--- src/if_stage_pkg.sv ---
////////////////////////////////////////////////////////////
// instruction fetch stage package
// shared widths, selector encodings, bundles and fixed
// addresses for the fetch stage
////////////////////////////////////////////////////////////

package if_stage_pkg;

  // byte address and instruction word
  typedef logic [31:0] addr_t;
  typedef logic [31:0] instr_t;

  // interrupt line number used for vectoring
  typedef logic [4:0]  irq_id_t;

  // redirect source, driven by the controller with pc_set
  typedef enum logic [2:0] {
    PC_BOOT = 3'd0,
    PC_JUMP = 3'd1,
    PC_EXC  = 3'd2,
    PC_ERET = 3'd3,
    PC_DRET = 3'd4
  } pc_sel_e;

  // exception vector source
  typedef enum logic [2:0] {
    EXC_PC_EXC     = 3'd0,
    EXC_PC_IRQ     = 3'd1,
    EXC_PC_IRQ_X   = 3'd2,
    EXC_PC_DBD     = 3'd3,
    EXC_PC_DBG_EXC = 3'd4
  } exc_pc_sel_e;

  // bus side fetch sequencer
  typedef enum logic [1:0] {
    FETCH_IDLE    = 2'd0,
    FETCH_REQ     = 2'd1,
    FETCH_WAIT    = 2'd2,
    FETCH_DISCARD = 2'd3
  } fetch_state_e;

  // return and trap addresses held in the CSR file
  typedef struct packed {
    addr_t mepc;
    addr_t depc;
    addr_t mtvec;
    addr_t mtvecx;
  } csr_pc_t;

  // word sitting in the holding entry or in ID
  typedef struct packed {
    instr_t instr;
    addr_t  pc;
    logic   fetch_err;
  } if_id_t;

  // boot lands 0x80 above the aligned boot base
  localparam logic [7:0]  BOOT_OFFSET    = 8'h80;
  // low bits dropped from boot and trap vector bases
  localparam int unsigned VEC_ALIGN_BITS = 8;
  // debug module entry points
  localparam addr_t       DM_HALT_ADDR   = 32'h1A110800;
  localparam addr_t       DM_EXC_ADDR    = 32'h1A110808;
  // uncompressed only, so the pc always steps by a word
  localparam addr_t       INSTR_BYTES    = 32'd4;

endpackage

--- src/fetch_addr_counter.sv ---
////////////////////////////////////////////////////////////
// fetch address counter
// next bus address, loaded on redirect and stepped on grant,
// plus the address of the request still in flight
////////////////////////////////////////////////////////////

`timescale 1ns/1ns

module fetch_addr_counter (
  input  logic                clk_i,
  input  logic                rst_ni,
  input  logic                load_i,
  input  if_stage_pkg::addr_t load_addr_i,
  input  logic                step_i,
  output if_stage_pkg::addr_t fetch_addr_o,
  output if_stage_pkg::addr_t req_addr_o
);

  import if_stage_pkg::*;

  addr_t fetch_addr_q;
  addr_t req_addr_q;

  // redirect wins over a grant in the same cycle
  // a word granted alongside a redirect is dropped by the fsm
  always_ff @(posedge clk_i or negedge rst_ni) begin
    if (!rst_ni) begin
      fetch_addr_q <= '0;
    end else if (load_i) begin
      // only word fetches, force alignment
      fetch_addr_q <= {load_addr_i[31:2], 2'b00};
    end else if (step_i) begin
      fetch_addr_q <= fetch_addr_q + INSTR_BYTES;
    end
  end

  // tag for the response, taken from the address on the bus
  always_ff @(posedge clk_i or negedge rst_ni) begin
    if (!rst_ni) begin
      req_addr_q <= '0;
    end else if (step_i) begin
      req_addr_q <= fetch_addr_q;
    end
  end

  assign fetch_addr_o = fetch_addr_q;
  assign req_addr_o   = req_addr_q;

endmodule

--- src/fetch_fsm.sv ---
////////////////////////////////////////////////////////////
// fetch fsm
// issues one bus request at a time and throws away a
// response that a redirect has made stale
////////////////////////////////////////////////////////////

`timescale 1ns/1ns

module fetch_fsm (
  input  logic clk_i,
  input  logic rst_ni,
  input  logic req_i,
  input  logic pc_set_i,
  input  logic hold_busy_i,
  input  logic instr_gnt_i,
  input  logic instr_rvalid_i,
  output logic instr_req_o,
  output logic rsp_keep_o,
  output logic busy_o
);

  import if_stage_pkg::*;

  fetch_state_e state_q;
  fetch_state_e state_d;
  logic         granted;

  // request only while the core wants fetching and the
  // holding entry has room for the answer
  assign instr_req_o = (state_q == FETCH_REQ) & req_i & ~hold_busy_i;
  assign granted     = instr_req_o & instr_gnt_i;

  ////////////////////////////////////////////////////////////
  // next state
  ////////////////////////////////////////////////////////////

  always_comb begin
    state_d = state_q;
    unique case (state_q)
      FETCH_IDLE: begin
        // nothing to fetch before the first redirect
        if (pc_set_i) begin
          state_d = FETCH_REQ;
        end
      end
      FETCH_REQ: begin
        if (granted) begin
          // granted word is stale if a redirect comes with it
          state_d = pc_set_i ? FETCH_DISCARD : FETCH_WAIT;
        end
      end
      FETCH_WAIT: begin
        if (instr_rvalid_i) begin
          state_d = FETCH_REQ;
        end else if (pc_set_i) begin
          // response still owed, eat it first
          state_d = FETCH_DISCARD;
        end
      end
      FETCH_DISCARD: begin
        // new address is already loaded, just drain
        if (instr_rvalid_i) begin
          state_d = FETCH_REQ;
        end
      end
      default: state_d = FETCH_IDLE;
    endcase
  end

  always_ff @(posedge clk_i or negedge rst_ni) begin
    if (!rst_ni) begin
      state_q <= FETCH_IDLE;
    end else begin
      state_q <= state_d;
    end
  end

  // keep only answers to the current stream
  // a redirect in the same cycle squashes the word
  assign rsp_keep_o = (state_q == FETCH_WAIT) & instr_rvalid_i & ~pc_set_i;
  assign busy_o     = (state_q != FETCH_IDLE);

endmodule

--- src/if_id_pipe.sv ---
////////////////////////////////////////////////////////////
// if-id pipeline
// holding entry for the returned word, the ID registers
// and the sequential pc check
////////////////////////////////////////////////////////////

`timescale 1ns/1ns

module if_id_pipe (
  input  logic                 clk_i,
  input  logic                 rst_ni,
  input  logic                 rsp_keep_i,
  input  if_stage_pkg::instr_t rsp_rdata_i,
  input  logic                 rsp_err_i,
  input  if_stage_pkg::addr_t  rsp_addr_i,
  input  logic                 pc_set_i,
  input  logic                 id_in_ready_i,
  input  logic                 instr_valid_clear_i,
  output logic                 hold_busy_o,
  output if_stage_pkg::addr_t  pc_if_o,
  output if_stage_pkg::if_id_t id_o,
  output logic                 instr_valid_id_o,
  output logic                 instr_new_id_o,
  output logic                 pc_mismatch_alert_o
);

  import if_stage_pkg::*;

  if_id_t hold_q;
  logic   hold_valid_q;
  if_id_t id_q;
  logic   valid_id_q;
  logic   new_id_q;
  logic   seq_q;
  logic   hold_leave;

  // word moves to ID unless ID stalls or a redirect squashes it
  assign hold_leave  = hold_valid_q & id_in_ready_i & ~pc_set_i;
  assign hold_busy_o = hold_valid_q & ~hold_leave;

  ////////////////////////////////////////////////////////////
  // holding entry
  ////////////////////////////////////////////////////////////

  always_ff @(posedge clk_i or negedge rst_ni) begin
    if (!rst_ni) begin
      hold_valid_q <= 1'b0;
    end else if (pc_set_i) begin
      hold_valid_q <= 1'b0;
    end else if (rsp_keep_i) begin
      hold_valid_q <= 1'b1;
    end else if (hold_leave) begin
      hold_valid_q <= 1'b0;
    end
  end

  always_ff @(posedge clk_i) begin
    if (rsp_keep_i) begin
      hold_q.instr     <= rsp_rdata_i;
      hold_q.pc        <= rsp_addr_i;
      hold_q.fetch_err <= rsp_err_i;
    end
  end

  ////////////////////////////////////////////////////////////
  // ID registers
  ////////////////////////////////////////////////////////////

  // valid sticks until the controller clears it
  always_ff @(posedge clk_i or negedge rst_ni) begin
    if (!rst_ni) begin
      valid_id_q <= 1'b0;
      new_id_q   <= 1'b0;
      seq_q      <= 1'b0;
    end else begin
      valid_id_q <= hold_leave | (valid_id_q & ~instr_valid_clear_i);
      new_id_q   <= hold_leave;
      // any redirect breaks the sequential run
      seq_q      <= (seq_q | hold_leave) & ~pc_set_i;
    end
  end

  // frozen while ID stalls
  always_ff @(posedge clk_i) begin
    if (hold_leave) begin
      id_q <= hold_q;
    end
  end

  assign pc_if_o          = hold_q.pc;
  assign id_o             = id_q;
  assign instr_valid_id_o = valid_id_q;
  assign instr_new_id_o   = new_id_q;

  // held word must sit one word above the one in ID
  assign pc_mismatch_alert_o = seq_q & hold_valid_q & (hold_q.pc != id_q.pc + INSTR_BYTES);

endmodule

--- src/if_stage_top.sv ---
////////////////////////////////////////////////////////////
// instruction fetch stage
// redirect selection, bus fetch and IF-ID handoff
////////////////////////////////////////////////////////////

`timescale 1ns/1ns

module if_stage_top (
  input  logic                      clk_i,
  input  logic                      rst_ni,
  input  logic                      req_i,
  input  if_stage_pkg::addr_t       boot_addr_i,
  input  logic                      pc_set_i,
  input  if_stage_pkg::pc_sel_e     pc_mux_i,
  input  if_stage_pkg::exc_pc_sel_e exc_pc_mux_i,
  input  if_stage_pkg::irq_id_t     exc_irq_i,
  input  if_stage_pkg::addr_t       branch_target_i,
  input  if_stage_pkg::csr_pc_t     csr_i,
  input  logic                      id_in_ready_i,
  input  logic                      instr_valid_clear_i,
  // instruction bus
  output logic                      instr_req_o,
  output if_stage_pkg::addr_t       instr_addr_o,
  input  logic                      instr_gnt_i,
  input  logic                      instr_rvalid_i,
  input  if_stage_pkg::instr_t      instr_rdata_i,
  input  logic                      instr_err_i,
  // towards ID and the CSR file
  output if_stage_pkg::if_id_t      id_o,
  output logic                      instr_valid_id_o,
  output logic                      instr_new_id_o,
  output if_stage_pkg::addr_t       pc_if_o,
  output logic                      csr_mtvec_init_o,
  output logic                      pc_mismatch_alert_o,
  output logic                      if_busy_o
);

  import if_stage_pkg::*;

  addr_t redirect_addr;
  addr_t req_addr;
  logic  fetch_step;
  logic  rsp_keep;
  logic  hold_busy;

  // address advances on every accepted request
  assign fetch_step = instr_req_o & instr_gnt_i;

  // CSR file loads mtvec from the boot base
  assign csr_mtvec_init_o = pc_set_i & (pc_mux_i == PC_BOOT);

  pc_target_mux u_pc_target_mux (
    .pc_mux_i        (pc_mux_i),
    .exc_pc_mux_i    (exc_pc_mux_i),
    .exc_irq_i       (exc_irq_i),
    .boot_addr_i     (boot_addr_i),
    .branch_target_i (branch_target_i),
    .csr_i           (csr_i),
    .redirect_addr_o (redirect_addr)
  );

  fetch_addr_counter u_fetch_addr_counter (
    .clk_i        (clk_i),
    .rst_ni       (rst_ni),
    .load_i       (pc_set_i),
    .load_addr_i  (redirect_addr),
    .step_i       (fetch_step),
    .fetch_addr_o (instr_addr_o),
    .req_addr_o   (req_addr)
  );

  fetch_fsm u_fetch_fsm (
    .clk_i          (clk_i),
    .rst_ni         (rst_ni),
    .req_i          (req_i),
    .pc_set_i       (pc_set_i),
    .hold_busy_i    (hold_busy),
    .instr_gnt_i    (instr_gnt_i),
    .instr_rvalid_i (instr_rvalid_i),
    .instr_req_o    (instr_req_o),
    .rsp_keep_o     (rsp_keep),
    .busy_o         (if_busy_o)
  );

  if_id_pipe u_if_id_pipe (
    .clk_i               (clk_i),
    .rst_ni              (rst_ni),
    .rsp_keep_i          (rsp_keep),
    .rsp_rdata_i         (instr_rdata_i),
    .rsp_err_i           (instr_err_i),
    .rsp_addr_i          (req_addr),
    .pc_set_i            (pc_set_i),
    .id_in_ready_i       (id_in_ready_i),
    .instr_valid_clear_i (instr_valid_clear_i),
    .hold_busy_o         (hold_busy),
    .pc_if_o             (pc_if_o),
    .id_o                (id_o),
    .instr_valid_id_o    (instr_valid_id_o),
    .instr_new_id_o      (instr_new_id_o),
    .pc_mismatch_alert_o (pc_mismatch_alert_o)
  );

endmodule

--- src/pc_target_mux.sv ---
////////////////////////////////////////////////////////////
// pc target mux
// builds the trap vector and picks the redirect address
////////////////////////////////////////////////////////////

`timescale 1ns/1ns

module pc_target_mux (
  input  if_stage_pkg::pc_sel_e     pc_mux_i,
  input  if_stage_pkg::exc_pc_sel_e exc_pc_mux_i,
  input  if_stage_pkg::irq_id_t     exc_irq_i,
  input  if_stage_pkg::addr_t       boot_addr_i,
  input  if_stage_pkg::addr_t       branch_target_i,
  input  if_stage_pkg::csr_pc_t     csr_i,
  output if_stage_pkg::addr_t       redirect_addr_o
);

  import if_stage_pkg::*;

  addr_t mtvec_base;
  addr_t mtvecx_base;
  addr_t irq_offset;
  addr_t boot_target;
  addr_t exc_pc;

  // vector tables and boot region are aligned to 256 bytes
  assign mtvec_base  = {csr_i.mtvec[31:VEC_ALIGN_BITS], {VEC_ALIGN_BITS{1'b0}}};
  assign mtvecx_base = {csr_i.mtvecx[31:VEC_ALIGN_BITS], {VEC_ALIGN_BITS{1'b0}}};
  assign boot_target = {boot_addr_i[31:VEC_ALIGN_BITS], {VEC_ALIGN_BITS{1'b0}}} +
                       addr_t'(BOOT_OFFSET);

  // one table entry per interrupt line, each a single jump
  assign irq_offset = addr_t'(exc_irq_i) << 2;

  ////////////////////////////////////////////////////////////
  // trap vector
  ////////////////////////////////////////////////////////////

  always_comb begin
    unique case (exc_pc_mux_i)
      EXC_PC_EXC:     exc_pc = mtvec_base;
      EXC_PC_IRQ:     exc_pc = mtvec_base + irq_offset;
      // extra interrupt table lives behind mtvecx
      EXC_PC_IRQ_X:   exc_pc = mtvecx_base + irq_offset;
      EXC_PC_DBD:     exc_pc = DM_HALT_ADDR;
      EXC_PC_DBG_EXC: exc_pc = DM_EXC_ADDR;
      default:        exc_pc = mtvec_base;
    endcase
  end

  ////////////////////////////////////////////////////////////
  // redirect target
  ////////////////////////////////////////////////////////////

  always_comb begin
    unique case (pc_mux_i)
      PC_BOOT: redirect_addr_o = boot_target;
      PC_JUMP: redirect_addr_o = branch_target_i;
      PC_EXC:  redirect_addr_o = exc_pc;
      // return from trap
      PC_ERET: redirect_addr_o = csr_i.mepc;
      // return from debug mode
      PC_DRET: redirect_addr_o = csr_i.depc;
      default: redirect_addr_o = boot_target;
    endcase
  end

endmodule

--- config.mk ---
export PLATFORM = sky130hd
export DESIGN_NAME = if_stage_top
export DESIGN_NICKNAME = d
export VERILOG_FILES = /design/src/if_stage_pkg.sv /design/src/fetch_addr_counter.sv /design/src/fetch_fsm.sv /design/src/if_id_pipe.sv /design/src/if_stage_top.sv /design/src/pc_target_mux.sv
export SDC_FILE = /design/constraint.sdc
export NUM_CORES = 1
export LEC_CHECK = 0
export BUFFER_PORTS_ARGS = -buffer_cell sky130_fd_sc_hd__buf_2
export CORE_MARGIN = 8
export CORE_UTILIZATION = 54
export DETAILED_ROUTE_END_ITERATION = 12
export PLACE_DENSITY = 0.86
export SYNTH_ARGS = -nofsm -noshare
export SYNTH_HDL_FRONTEND = slang
export SYNTH_HIERARCHICAL = 1
export SYNTH_SLANG_ARGS = --single-unit
export TNS_END_PERCENT = 20
--- constraint.sdc ---
create_clock -name clk_i -period 7.8 [get_ports clk_i]
set_clock_uncertainty 0.2 [all_clocks]
set_input_delay 0.39 -clock clk_i [delete_from_list [all_inputs] [get_ports clk_i]]
set_output_delay 0.39 -clock clk_i [all_outputs]
set_load 0.02 [all_outputs]
==> results of run 1 <==
## layout make-up
type	instances	area [sq um]
Multi-Input combinational cell	580	4144
Inverter	16	60.06
Timing Repair Buffer	387	2127
Clock buffer	17	425.4
Sequential cell	196	5555
Antenna cell	2	5.005
Tap cell	234	292.8
Fill cell	1359	5937
Clock inverter	14	158.9
## routing by layer
metal	track usage, %	vias to the layer above
met4	9.286	0
met1	29.74	4120
met3	6.408	54
met5	0	-
met2	45.49	462
li1	-	4005
## stage by stage
step                area [sq um]  util [%]  setup slack (ps)  std cells
finish                     12770     68.26              3545       1446
global route               12770     68.26              3330       1446
CTS                        12760     68.23              3591       1444
detailed placement         11830     63.24              3942       1378
global placement           11830     63.24              3995       1378
floorplan                  10330         -              3640        883
## cells in the final DEF, fill, tap and decap left out, drive strengths merged, types with 19 or more instances in the layout
master         n
a31oi         34
buf          352
dfrtp         66
dlygate4sd3   35
edfxtp       130
inv           25
mux2          31
nand2         38
nand3         62
nand3b        22
nor2          41
nor3          42
o21ai         24
o22a          19
xnor2         31
xor2          23
## worst max-delay path: cells and delay by family (launching register included)
family	cells	cell delay [ps]
AO/OA/AOI/OAI	1	310
XOR/XNOR	1	150
adder cells (fa/ha/maj)	1	320
buffers and inverters	1	160
flip-flops	1	530
AND/OR/NAND/NOR	5	1760
## report_power, final
group          internal, mW  switching (mW)  total, mW  leakage [nW]
sequential             1.26           0.113       1.38          1.96
combinational         0.237           0.281      0.518          2.76
clock                 0.431           0.418      0.849         0.284
total                  1.93           0.812       2.74          5.01
## flip-flops by register name (all words and copies together), names as in the netlist
name	flops
u_if_id_pipe/id_o	65
u_if_id_pipe/hold_q	33
u_if_id_pipe/pc_if_o	32
u_fetch_addr_counter/fetch_addr_o	30
u_fetch_addr_counter/req_addr_o	30
u_fetch_fsm/state_q	2
u_if_id_pipe/hold_valid_q	1
u_if_id_pipe/instr_new_id_o	1
u_if_id_pipe/instr_valid_id_o	1
u_if_id_pipe/seq_q	1
## how the worst max path moves through the flow
| stage | startpoint | to | cells after the start |
|---|---|---|---|
| final | u_if_id_pipe/id_o[3] | pc_mismatch_alert_o | 9 |
| after global routing | u_if_id_pipe/id_o[3] | pc_mismatch_alert_o | 9 |
| after CTS | u_if_id_pipe/id_o[3] | pc_mismatch_alert_o | 9 |
| after detailed placement | pc_set_i | u_fetch_addr_counter/fetch_addr_o[31] | 10 |
| after global placement | pc_set_i | u_fetch_addr_counter/fetch_addr_o[31] | 10 |
| after floorplan | u_fetch_fsm/state_q[0] | u_if_id_pipe/hold_q[0] | 4 |
## timing repair
action,4_1_cts,5_1_grt
hold endpoints to repair,100,0
gates resized for setup,0,0
hold buffers,35,0
==> results, run 1 <==
- Summed over all nets, the half-perimeter wirelength after detailed placement is 23,520 um.
- The combined area of all synthesized cells is 10,320 sq um.
- The worst setup path is launched from a flip-flop.
- Entering global routing, the biggest net connects 67 pins.
- The number of clock buffers inserted by TritonCTS is 17.
- Of the cells placed in the final design, the portion with a size suffix greater than 1 is 36.86%.
- The number of global-route vias before repair is 8,561.
- The area overhead of the layout relative to synthesis is 23.73%.
- The signal on the critical path passes through ha_1 > nand3_1 > nor4_4 > nand3_1 > xnor2_1 > or4_1 > or4_1 > o311a_1 > buf_2.
- The latest clock arrival within the worst-skew pair is 430 ps.
- Static timing analysis puts the maximum clock frequency at 235.0 MHz.
- The maximum resistive drop on vdd is 0.1549 mV.
- The detailed-route vias per instance is 5.976.
- The final worst hold slack is 101.4 ps.
- For this design the ratio of total power to cell area is 214.9 nW/um^2.
- The clock sink count is 196.
- The level count of the clock H-tree is 4.
- The path with the worst hold slack has its endpoint at u_fetch_addr_counter/fetch_addr_o[2].
- The worst setup path is captured at an output port.
- The largest individual stage delay along the critical path comes from the cell sky130_fd_sc_hd__edfxtp_1.
- The floorplan die area is 23,790 sq um.
- The end of the worst register-to-register path is u_fetch_addr_counter/fetch_addr_o[31].
- The core region is 18,710 sq um.
- The logic depth of the worst register-to-register path is 9.
- The worst path needs 4255 ps of the cycle, external delays included.
- TritonCTS built the clock tree.
- Setup violations remaining at the end of the flow were counted as 0.
- The port buffer count is 346.
- For this configuration, the core starts out at a cell density of 55.17%.
- The cell leakage power is 5.010 nW.
- In this run the remaining antenna-violating nets after routing total 0.
- At the end of the flow, the number of nets in the layout was 1,448.
- Wire segments on met3 add up to 2566 um in the final route.
- The largest single stage delay on the critical path is 530 ps.
- The critical path start-end classification is reg2out.
- Total power for the finished layout comes to 2.744 mW.
- The buffer cell driving the clock tree root is sky130_fd_sc_hd__clkbuf_16.
- Setup repair after global routing left no endpoint under its margin.
- In this run the critical register-to-register path is launched from u_if_id_pipe/hold_valid_q.
- Across every metal layer, demand over resource in global routing totals 25.71%.
- The congestion estimate from routability-driven global placement came to 0.9325.
- At the worst endpoint, the arrival time is 3670 ps.
- Of all nets on the critical path, the largest fanout is 9.
- The clock-pin slew reported for the worst setup and hold paths after clock tree synthesis is 70 ps.
- The slack of the worst reg-to-reg path is 4240 ps.
- The residual DRC count is 0.
- The average cell area after synthesis is 11.73 sq um.
- The total global routing overflow is 0.
- The cell count after synthesis came out at 880.
- The number of buffers inserted by post-CTS setup repair is 0.
- The highest signal layer in the routed design is met4.
- The worst hold path depth is 4.
- During I/O placement, the number of pins put on the boundary was 379.
- In the finished design, the share of the clock period the worst path needs comes to 54.55%.
- The via count is 8,641.
- After detailed routing, the total wire length is 31,470 um.
- The Yosys step of the flow raised 6 warnings.
- The number of antenna violations at the first check in global routing came to 3.
- For this block, the initial DRC count from the detailed router was 603.
- The first global-routing pass estimated 47,750 um of wire.
- The floorplan has 50 rows.
- The detailed router put a total of 11,780 um of wire on met1.
- The required arrival time at the worst endpoint is 7210 ps.
- The hold path startpoint is exc_irq_i[0].
- After detailed routing, the average wire length per cell comes to 21.76 um.
- The number of endpoints with negative hold slack in the final report was 0.
- The width of the die is 154.2 um.
- The worst hold-check path type is in2reg.
- The die height is 154.2 um.
- The longest clock path from root to sink contains 2 buffers.
- For the pin with the worst max-slew slack, the measured transition is 1011 ps.
- The number of iterations in the first detailed-routing pass is 6.
- The run finished with clean final reports.
- Measured against its own limit, the worst slew margin works out to 32.54%.
- After detailed routing, the met2 layer carries 16,240 um of wire.
- After routing, the total negative slack on setup checks comes to 0 ps.
- The max-cap check violation count is 0.
- The count of pins over their slew limit is 0.
Power figures use the tool's default switching activity.
==> inputs of run 2 (changes only) <==
Settings changed: CORE_UTILIZATION 54 to 45, PLACE_DENSITY 0.86 to 0.77.
Clock period 7.8 ns to 3.6 ns, I/O delays scaled along.
==> run 2 against run 1 <==
  * Non-clock buffer count rose by 57
  * Wire length is 5.1% higher
  * The flow now finishes with violations (negative hold slack)
  * Clock-buffer cell count is 1 higher
  * Largest power group unchanged
  * Critical endpoint unchanged
==> results, run 2 (synthesis results as in run 1) <==
- The kind of cell with the highest combined delay on the critical path is simple AND/OR/NAND/NOR gates (unchanged).
- The total global routing overflow was 0 (unchanged).
- The TritonCTS clock tree is built (unchanged).
- The latest clock arrival within the worst-skew pair came to 430 ps (about the same).
- The arrival time of the worst setup path is 3210 ps (was 3670 ps).
- The sort of element at the end of the critical path is an output port (unchanged).
- The maximum resistive drop on vdd is 0.3010 mV (was 0.1549 mV).
- Cell Chain, Critical Path: nand4_2 > or2_4 > nor4_2 > a21oi_1 > or4_1 > or4_1 > o311a_1 > buf_4 (was ha_1 > nand3_1 > nor4_4 > nand3_1 > xnor2_1 > or4_1 > or4_1 > o311a_1 > buf_2).
- The share of the core filled with cells is 59.22% (was 68.26%).
- The cell leakage power is 5.285 nW (was 5.010 nW).
- The routed length per placed instance is 21.27 um (was 21.76 um).
- The number of global-route vias before repair is 9,009 (was 8,561).
- The maximum net fanout on the critical path is 7 (was 9).
- The slowest cell on the critical path was sky130_fd_sc_hd__edfxtp_1 (unchanged).
- The maximum count of clock buffers along a single path is 2 (unchanged).
- The number of clock buffers inserted by TritonCTS is 17 (unchanged).
- The residual DRC count is 0 (unchanged).
- The number of endpoints with negative hold slack in the final report is 1 (was 0).
- The total length of routed wires came to 33,070 um (was 31,470 um).
- The pin count of the biggest net entering global routing is 59 (was 67).
- The worst setup timing slack at the placement stage is 263.5 ps (was 3942 ps).
- The port buffer count is 346 (unchanged).
- The die height was 167.4 um (was 154.2 um).
- The buffer cell driving the clock tree root was sky130_fd_sc_hd__clkbuf_16 (unchanged).
- The width of the die is 167.4 um (was 154.2 um).
- The count of nets after finishing is 1,505 (was 1,448).
- The post-route worst setup slack is 13.56 ps (was 3545 ps).
- The required arrival time at the worst endpoint came to 3220 ps (was 7210 ps).
- Most used cells in the layout excluding fill and tap cells: sky130_fd_sc_hd__buf_2, sky130_fd_sc_hd__edfxtp_1, sky130_fd_sc_hd__dfrtp_1 (unchanged).
- The most common cell after layout, fill and taps aside is sky130_fd_sc_hd__buf_2 (unchanged).
- The wire length of the first global-routing pass came to 50,190 um (was 47,750 um).
- The power per cell area was 450.2 nW/um^2 (was 214.9 nW/um^2).
- The sum of net half-perimeters after detailed placement is 25,120 um (was 23,520 um).
- The checks that failed: negative hold slack.
- For this run, the top clock speed supported by timing is 278.8 MHz.
- The number of cells in the finished layout apart from fillers was 1,555 (was 1,446).
- The number of iterations in the first detailed-routing pass is 5 (was 6).
- The first-iteration detailed-routing DRC count is 558 (was 603).
- Run status: finished with violations (was finished, final reports clean).
- The type of element launching the critical path was a flip-flop (unchanged).
- The clock period minus final worst setup slack is 3586 ps.
- The placeable core region was 22,570 sq um (was 18,710 sq um).
- The cell count after placement is 1,446 (was 1,378).
- The critical path start-end classification is reg2out (unchanged).
- The setup TNS is 0 ps (unchanged).
- The via count is 8,827 (was 8,641).
- The floorplan die area is 28,030 sq um (was 23,790 sq um).
- The count of pins over their slew limit is 0 (unchanged).
- The final worst hold slack was -1.301 ps (was 101.4 ps).
- The worst path uses 99.62% of the clock period.
- The critical path buffer and inverter count is 1 (unchanged).
- The number of routed nets with antenna violations was 0 (unchanged).
- The overall fraction of global-route tracks in use is 22.73% (was 25.71%).
- The number of standard-cell rows in the floorplan is 55 (was 50).
- The number of flip-flops in the largest register is 65 (unchanged).
- The final setup violation count is 0 (unchanged).
- The level count of the clock H-tree is 4 (unchanged).
- The cell type with the highest occurrence count on the critical path is sky130_fd_sc_hd__or4_1.
- The share of final-layout standard cells stronger than drive strength 1 is 37.93% (was 36.86%).
- The transition time at the pin with the least slew margin is 950.3 ps (was 1011 ps).
- The final RePlAce weighted congestion was 1.010 (was 0.9325).
- Setup repair after global routing missed its margin: yes (was no).
- The clock sink count is 196 (unchanged).
- The starting density of the core came to 45.72% (was 55.17%).
- The number of antenna violations at the first check in global routing is 2 (was 3).
- The I/O pin count is 379 (unchanged).
- The clock-pin slew reported for the worst setup and hold paths after clock tree synthesis is 70 ps (about the same).
- The worst hold-check path type is in2reg (unchanged).
- The relative slew slack is 36.65% (was 32.54%).
- The max-cap check violation count was 0 (unchanged).
- The area overhead of the layout relative to synthesis is 29.52% (was 23.73%).
- The detailed-route vias per instance is 5.677 (was 5.976).
- The peak per-stage delay on the critical path is 540 ps (was 530 ps).
## run 2: through the flow
step | total power [mW] | area [sq um]
2_1_floorplan | 3.677 | 10330
3_3_place_gp | 4.044 | 12020
3_5_place_dp | 4.101 | 12020
4_1_cts | 6.051 | 13260
5_1_grt | 6.274 | 13370
6_report | 6.018 | 13370
## run 2: worst min-delay path, stage by stage
cell	delay, ps
sky130_fd_sc_hd__buf_2	70
sky130_fd_sc_hd__o22a_1	150
sky130_fd_sc_hd__nor2_1	40
sky130_fd_sc_hd__a31oi_1	130
## run 2: path summary, 6_finish.rpt
path,depth (start not counted),end,slack (ps),startpoint
worst max-delay path,8,pc_mismatch_alert_o,10,u_if_id_pipe/id_o[9]
worst min-delay path,4,u_fetch_addr_counter/fetch_addr_o[26],-1,boot_addr_i[26]
worst max register to register,8,u_fetch_addr_counter/fetch_addr_o[31],500,u_if_id_pipe/hold_valid_q
worst min register to register,0,u_if_id_pipe/id_o[36],220,u_if_id_pipe/hold_q[36]
max in group asynchronous,3,u_fetch_addr_counter/req_addr_o[25],2410,rst_ni
min in group asynchronous,2,u_fetch_addr_counter/fetch_addr_o[12],50,rst_ni
## run 2: report_power, final
part	leakage [nW]	internal (mW)	switching, mW
Clock	0.290	1.05	0.850
Sequential	1.96	2.74	0.227
Combinational	3.03	0.542	0.612
## run 2: metal layers
metal / GRT usage (%) / routed length (um) / up-vias
met2: 41.87 / 17140 / 463
li1: - / - / 4106
met1: 25.17 / 12620 / 4186
met5: 0 / 0 / -
met4: 8.307 / 1086 / 0
met3: 5.173 / 2223 / 72
## run 2: cell type report
class / count / area, sq um
timing repair buffer: 444 / 2618
antenna: 2 / 5.005
sequential: 196 / 5555
clock buffer: 18 / 429.2
fill: 1820 / 9205
tap: 285 / 356.6
inverter: 16 / 60.06
clock inverter: 14 / 168.9
multi-input combinational: 580 / 4174
## run 2: repair_timing
item,CTS,global route
endpoints found under the setup margin,1,1
hold buffers,59,0
gates resized for setup,3,3
buffers inserted,4,12
pin swaps,1,4
endpoints found under the hold margin,118,0
==> inputs of run 3 (changes only) <==
Settings changed: CORE_UTILIZATION 45 to 44, CTS_BUF_LIST from default to sky130_fd_sc_hd__clkbuf_8 sky130_fd_sc_hd__clkbuf_16, SLEW_MARGIN from default to 20, SYNTH_HIERARCHICAL 1 to default.
==> run 3 against run 2 <==
  * The run now ends clean
  * Power is 5.0% lower
  * Global-route usage about the same
  * Wire length shrank 8.4%
  * Final cell count hardly changed
  * First-iteration DRC count down 20%
  * Register-to-register slack improved by 490 ps
  * Design area decreased by 5.8%
  * Synthesized cell count increased by 1.0%
  * Sequential share of layout area grew 1.6 points
  * Utilization rose by 0.51 points
  * Critical path depth increased by 1
  * Largest cell class unchanged
  * Highest routed layer is now met5
==> results, run 3 <==
- Run status: finished, final reports clean (was finished with violations).
- The worst hold path depth came to 5 (was 4).
- The buffer cell driving the clock tree root is sky130_fd_sc_hd__clkbuf_16 (unchanged).
- The post-route cell area came to 12,590 sq um (was 13,370 sq um).
- The floorplan die area is 26,560 sq um (was 28,030 sq um).
- The required arrival time at the worst endpoint is 3220 ps (about the same).
- The combined area of all synthesized cells is 9504 sq um (was 10,320 sq um).
- The port buffer count is 342 (was 346).
- The share of the core filled with cells is 59.72% (was 59.22%).
- The count of pins over their slew limit is 0 (unchanged).
- The number of endpoints with negative hold slack in the final report is 0 (was 1).
- The arrival time of the worst setup path is 2960 ps (was 3210 ps).
- The worst hold-check path type is in2reg (unchanged).
- Setup repair after global routing missed its margin: no (was yes).
- The maximum net fanout on the critical path is 6 (was 7).
- The number of standard-cell rows in the floorplan is 53 (was 55).
- The maximum count of clock buffers along a single path came to 2 (unchanged).
- The number of clock buffers inserted by TritonCTS is 17 (unchanged).
- The width of the die is 163.0 um (was 167.4 um).
- The slack of the worst reg-to-reg path is 990 ps (was 500 ps).
- The cell leakage power is 5.269 nW (was 5.285 nW).
- The launching point of the worst reg2reg path is u_fetch_fsm.state_q[1] (was u_if_id_pipe/hold_valid_q).
- The relative slew slack is 41.77% (was 36.65%).
- The transition time at the pin with the least slew margin is 873.5 ps (was 950.3 ps).
- The synthesis-stage register bit count is 192.
- By count the netlist is led by sky130_fd_sc_hd__nand2_1, sky130_fd_sc_hd__edfxtp_1, sky130_fd_sc_hd__o21ai_0.
- The setup TNS is 0 ps (unchanged).
- The hold path startpoint is csr_i[76] (was boot_addr_i[26]).
- The pin count of the biggest net entering global routing is 69 (was 59).
- The global routing met3 resource utilization was 5.662% (was 5.173%).
- The first-iteration detailed-routing DRC count is 448 (was 558).
- The final setup violation count was 0 (unchanged).
- The largest area contributor in the netlist is sky130_fd_sc_hd__edfxtp_1.
- The I/O pin count came to 379 (unchanged).
- The logic depth of the worst register-to-register path is 9 (was 8).
- The number of library cell types mapped by synthesis is 59.
- The routed length per placed instance is 19.48 um (was 21.27 um).
- The cell count after placement is 1,444 (was 1,446).
- The end of the worst register-to-register path was u_fetch_addr_counter.fetch_addr_o[30] (was u_fetch_addr_counter/fetch_addr_o[31]).
- The starting density of the core was 45.07% (was 45.72%).
- The global-route track usage on met1 is 25.89% (was 25.17%).
- The type of element launching the critical path is a flip-flop (unchanged).
- The TritonCTS clock tree is built (unchanged).
- The die height is 163.0 um (was 167.4 um).
- The period utilization came to 92.67% (was 99.62%).
- Most used cells in the layout excluding fill and tap cells: sky130_fd_sc_hd__buf_2, sky130_fd_sc_hd__nand2_1, sky130_fd_sc_hd__edfxtp_1 (was sky130_fd_sc_hd__buf_2, sky130_fd_sc_hd__edfxtp_1, sky130_fd_sc_hd__dfrtp_1).
- The detailed-route vias per instance is 5.263 (was 5.677).
- The max-cap check violation count is 0 (unchanged).
- The clock-pin slew reported for the worst setup and hold paths after clock tree synthesis is 70 ps (about the same).
- The proportion of synthesized chip area in sequential cells is 57.19%.
- The fraction of synthesis flops using an asynchronous set or reset pin is 34.38%.
- The placeable core region was 21,090 sq um (was 22,570 sq um).
- The overall fraction of global-route tracks in use came to 22.69% (was 22.73%).
- The number of flip-flops in the largest register is 63 (was 65).
- The maximum resistive drop on vdd is 0.3422 mV (was 0.3010 mV).
- The number of antenna violations at the first check in global routing is 5 (was 2).
- The level count of the clock H-tree is 4 (unchanged).
- The clock sink count is 192 (was 196).
- The wire length of the first global-routing pass was 46,930 um (was 50,190 um).
- Ranked by total cell area, the synthesized netlist is headed by sky130_fd_sc_hd__edfxtp_1, sky130_fd_sc_hd__dfrtp_1, sky130_fd_sc_hd__nand2_1.
- For this run, the leading register cell type out of synthesis is sky130_fd_sc_hd__edfxtp_1.
- The count of nets after finishing is 1,513 (was 1,505).
- The layer with the highest usage is met2 (unchanged).
- The latest clock arrival within the worst-skew pair is 420 ps (was 430 ps).
- The clock period minus final worst setup slack is 3336 ps (was 3586 ps).
- The sum of net half-perimeters after detailed placement is 23,470 um (was 25,120 um).
- The layout filler cell count is 1,764 (was 1,820).
- The number of routed nets with antenna violations is 0 (unchanged).
- The residual DRC count is 0 (unchanged).
- The number of warnings printed during yosys synthesis came to 0 (was 6).
- The sort of element at the end of the critical path is an output port (unchanged).
- The achievable clock frequency is 299.8 MHz (was 278.8 MHz).
- The area overhead of the layout relative to synthesis is 32.52% (was 29.52%).
- The most common cell in the synthesized netlist is sky130_fd_sc_hd__nand2_1.
- The end point of the most critical hold path was u_fetch_addr_counter.fetch_addr_o[12] (was u_fetch_addr_counter/fetch_addr_o[26]).
- The final RePlAce weighted congestion came to 0.8861 (was 1.010).
- The cell count after synthesis is 889 (was 880).
- The critical path start-end classification is reg2out (unchanged).
- The most common cell after layout, fill and taps aside is sky130_fd_sc_hd__buf_2 (unchanged).
- The share of final-layout standard cells stronger than drive strength 1 is 31.43% (was 37.93%).
- The number of cells in the finished layout apart from fillers is 1,554 (was 1,555).
- The number of global-route vias before repair came to 8,540 (was 9,009).
- The average cell area after synthesis is 10.69 sq um (was 11.73 sq um).
- The fraction of synthesized cell area taken by the top area cell type is 39.81%.
- The instance area at placement came to 11,250 sq um (was 12,020 sq um).
- The power per cell area is 453.9 nW/um^2 (was 450.2 nW/um^2).
- The number of iterations in the first detailed-routing pass came to 5 (unchanged).
- The global-route met2 utilization came to 39.83% (was 41.87%).
- The total global routing overflow is 0 (unchanged).
- The final worst hold slack came to 4.951 ps (was -1.301 ps).
- The total length of routed wires came to 30,280 um (was 33,070 um).
- Counting flops with a built-in enable in the synthesized netlist gives 126.
- The via count is 8,179 (was 8,827).
[run 3: logic make-up (layout without fill, tap and decap cells)]
| logic type | Yosys count | in the layout | share of synthesized area (%) |
|---|---|---|---|
| fa+ha+maj | 6 | 6 | 0.7899 |
| xor+xnor | 67 | 67 | 6.174 |
| simple gates | 312 | 312 | 15.75 |
| buf+inv | 96 | 478 | 5.266 |
| mux | 13 | 13 | 1.369 |
| compound gates | 202 | 202 | 13.43 |
| flops | 192 | 192 | 57.19 |
| other cells | 1 | 9 | 0.03946 |
[run 3: worst max-delay path by stage]
| stage | startpoint | endpoint | cells past startpoint |
|---|---|---|---|
| final | u_if_id_pipe.id_o[3] | pc_mismatch_alert_o | 9 |
| after global routing | u_if_id_pipe.id_o[3] | pc_mismatch_alert_o | 9 |
| after CTS | u_if_id_pipe.id_o[3] | pc_mismatch_alert_o | 8 |
| after detailed placement | u_if_id_pipe.id_o[3] | pc_mismatch_alert_o | 8 |
| after global placement | u_if_id_pipe.id_o[3] | pc_mismatch_alert_o | 8 |
| after floorplan | u_fetch_fsm.state_q[0] | u_if_id_pipe.hold_q[0] | 4 |
[run 3: timing repair]
action | CTS | global route
buffers inserted | 0 | 2
endpoints found under the setup margin | 0 | 1
hold buffers | 73 | 0
resized for setup | 0 | 1
endpoints found under the hold margin | 87 | 0
[run 3: report_power, final]
group          leakage [nW]  internal (mW)  switching, mW  total (mW)
registers              1.96           2.66          0.201        2.86
logic                  3.03          0.427          0.601        1.03
clock network         0.272          0.976          0.854        1.83
[run 3: routing by layer]
layer  vias to the layer above  share of wire (%)
met5                         -              0.040
met3                        61                6.8
li1                       3960                  -
met4                         2                3.1
met1                      3793                 39
met2                       363                 51
[run 3: through the flow]
stage / total power [mW] / worst slack [ps]
floorplan: 3.460 / 628.1
global placement: 3.824 / 626.5
detailed placement: 3.861 / 632.2
CTS: 5.757 / 154.3
global route: 5.986 / 63.62
finish: 5.716 / 263.9
[run 3: critical path, cell delays in order (launching register included)]
cell	delay (ps)
sky130_fd_sc_hd__edfxtp_1	420
sky130_fd_sc_hd__ha_2	260
sky130_fd_sc_hd__nand4_1	210
sky130_fd_sc_hd__buf_4	210
sky130_fd_sc_hd__nor4_1	300
sky130_fd_sc_hd__a21oi_2	70
sky130_fd_sc_hd__or4_1	550
sky130_fd_sc_hd__a211oi_2	220
sky130_fd_sc_hd__a31oi_1	120
sky130_fd_sc_hd__buf_2	180
[run 3: layout make-up]
| class | count | area, sq um | share of cell area [%] |
|---|---|---|---|
| diodes | 3 | 7.507 | 0.05961 |
| clock buffers | 17 | 425.4 | 3.378 |
| clock inverters | 15 | 155.1 | 1.232 |
| inverters | 19 | 71.32 | 0.5663 |
| multi-input cells | 606 | 3623 | 28.77 |
| flip-flops and latches | 192 | 5435 | 43.16 |
| well taps | 275 | 344.1 | 2.732 |
| repair buffers | 427 | 2532 | 20.11 |
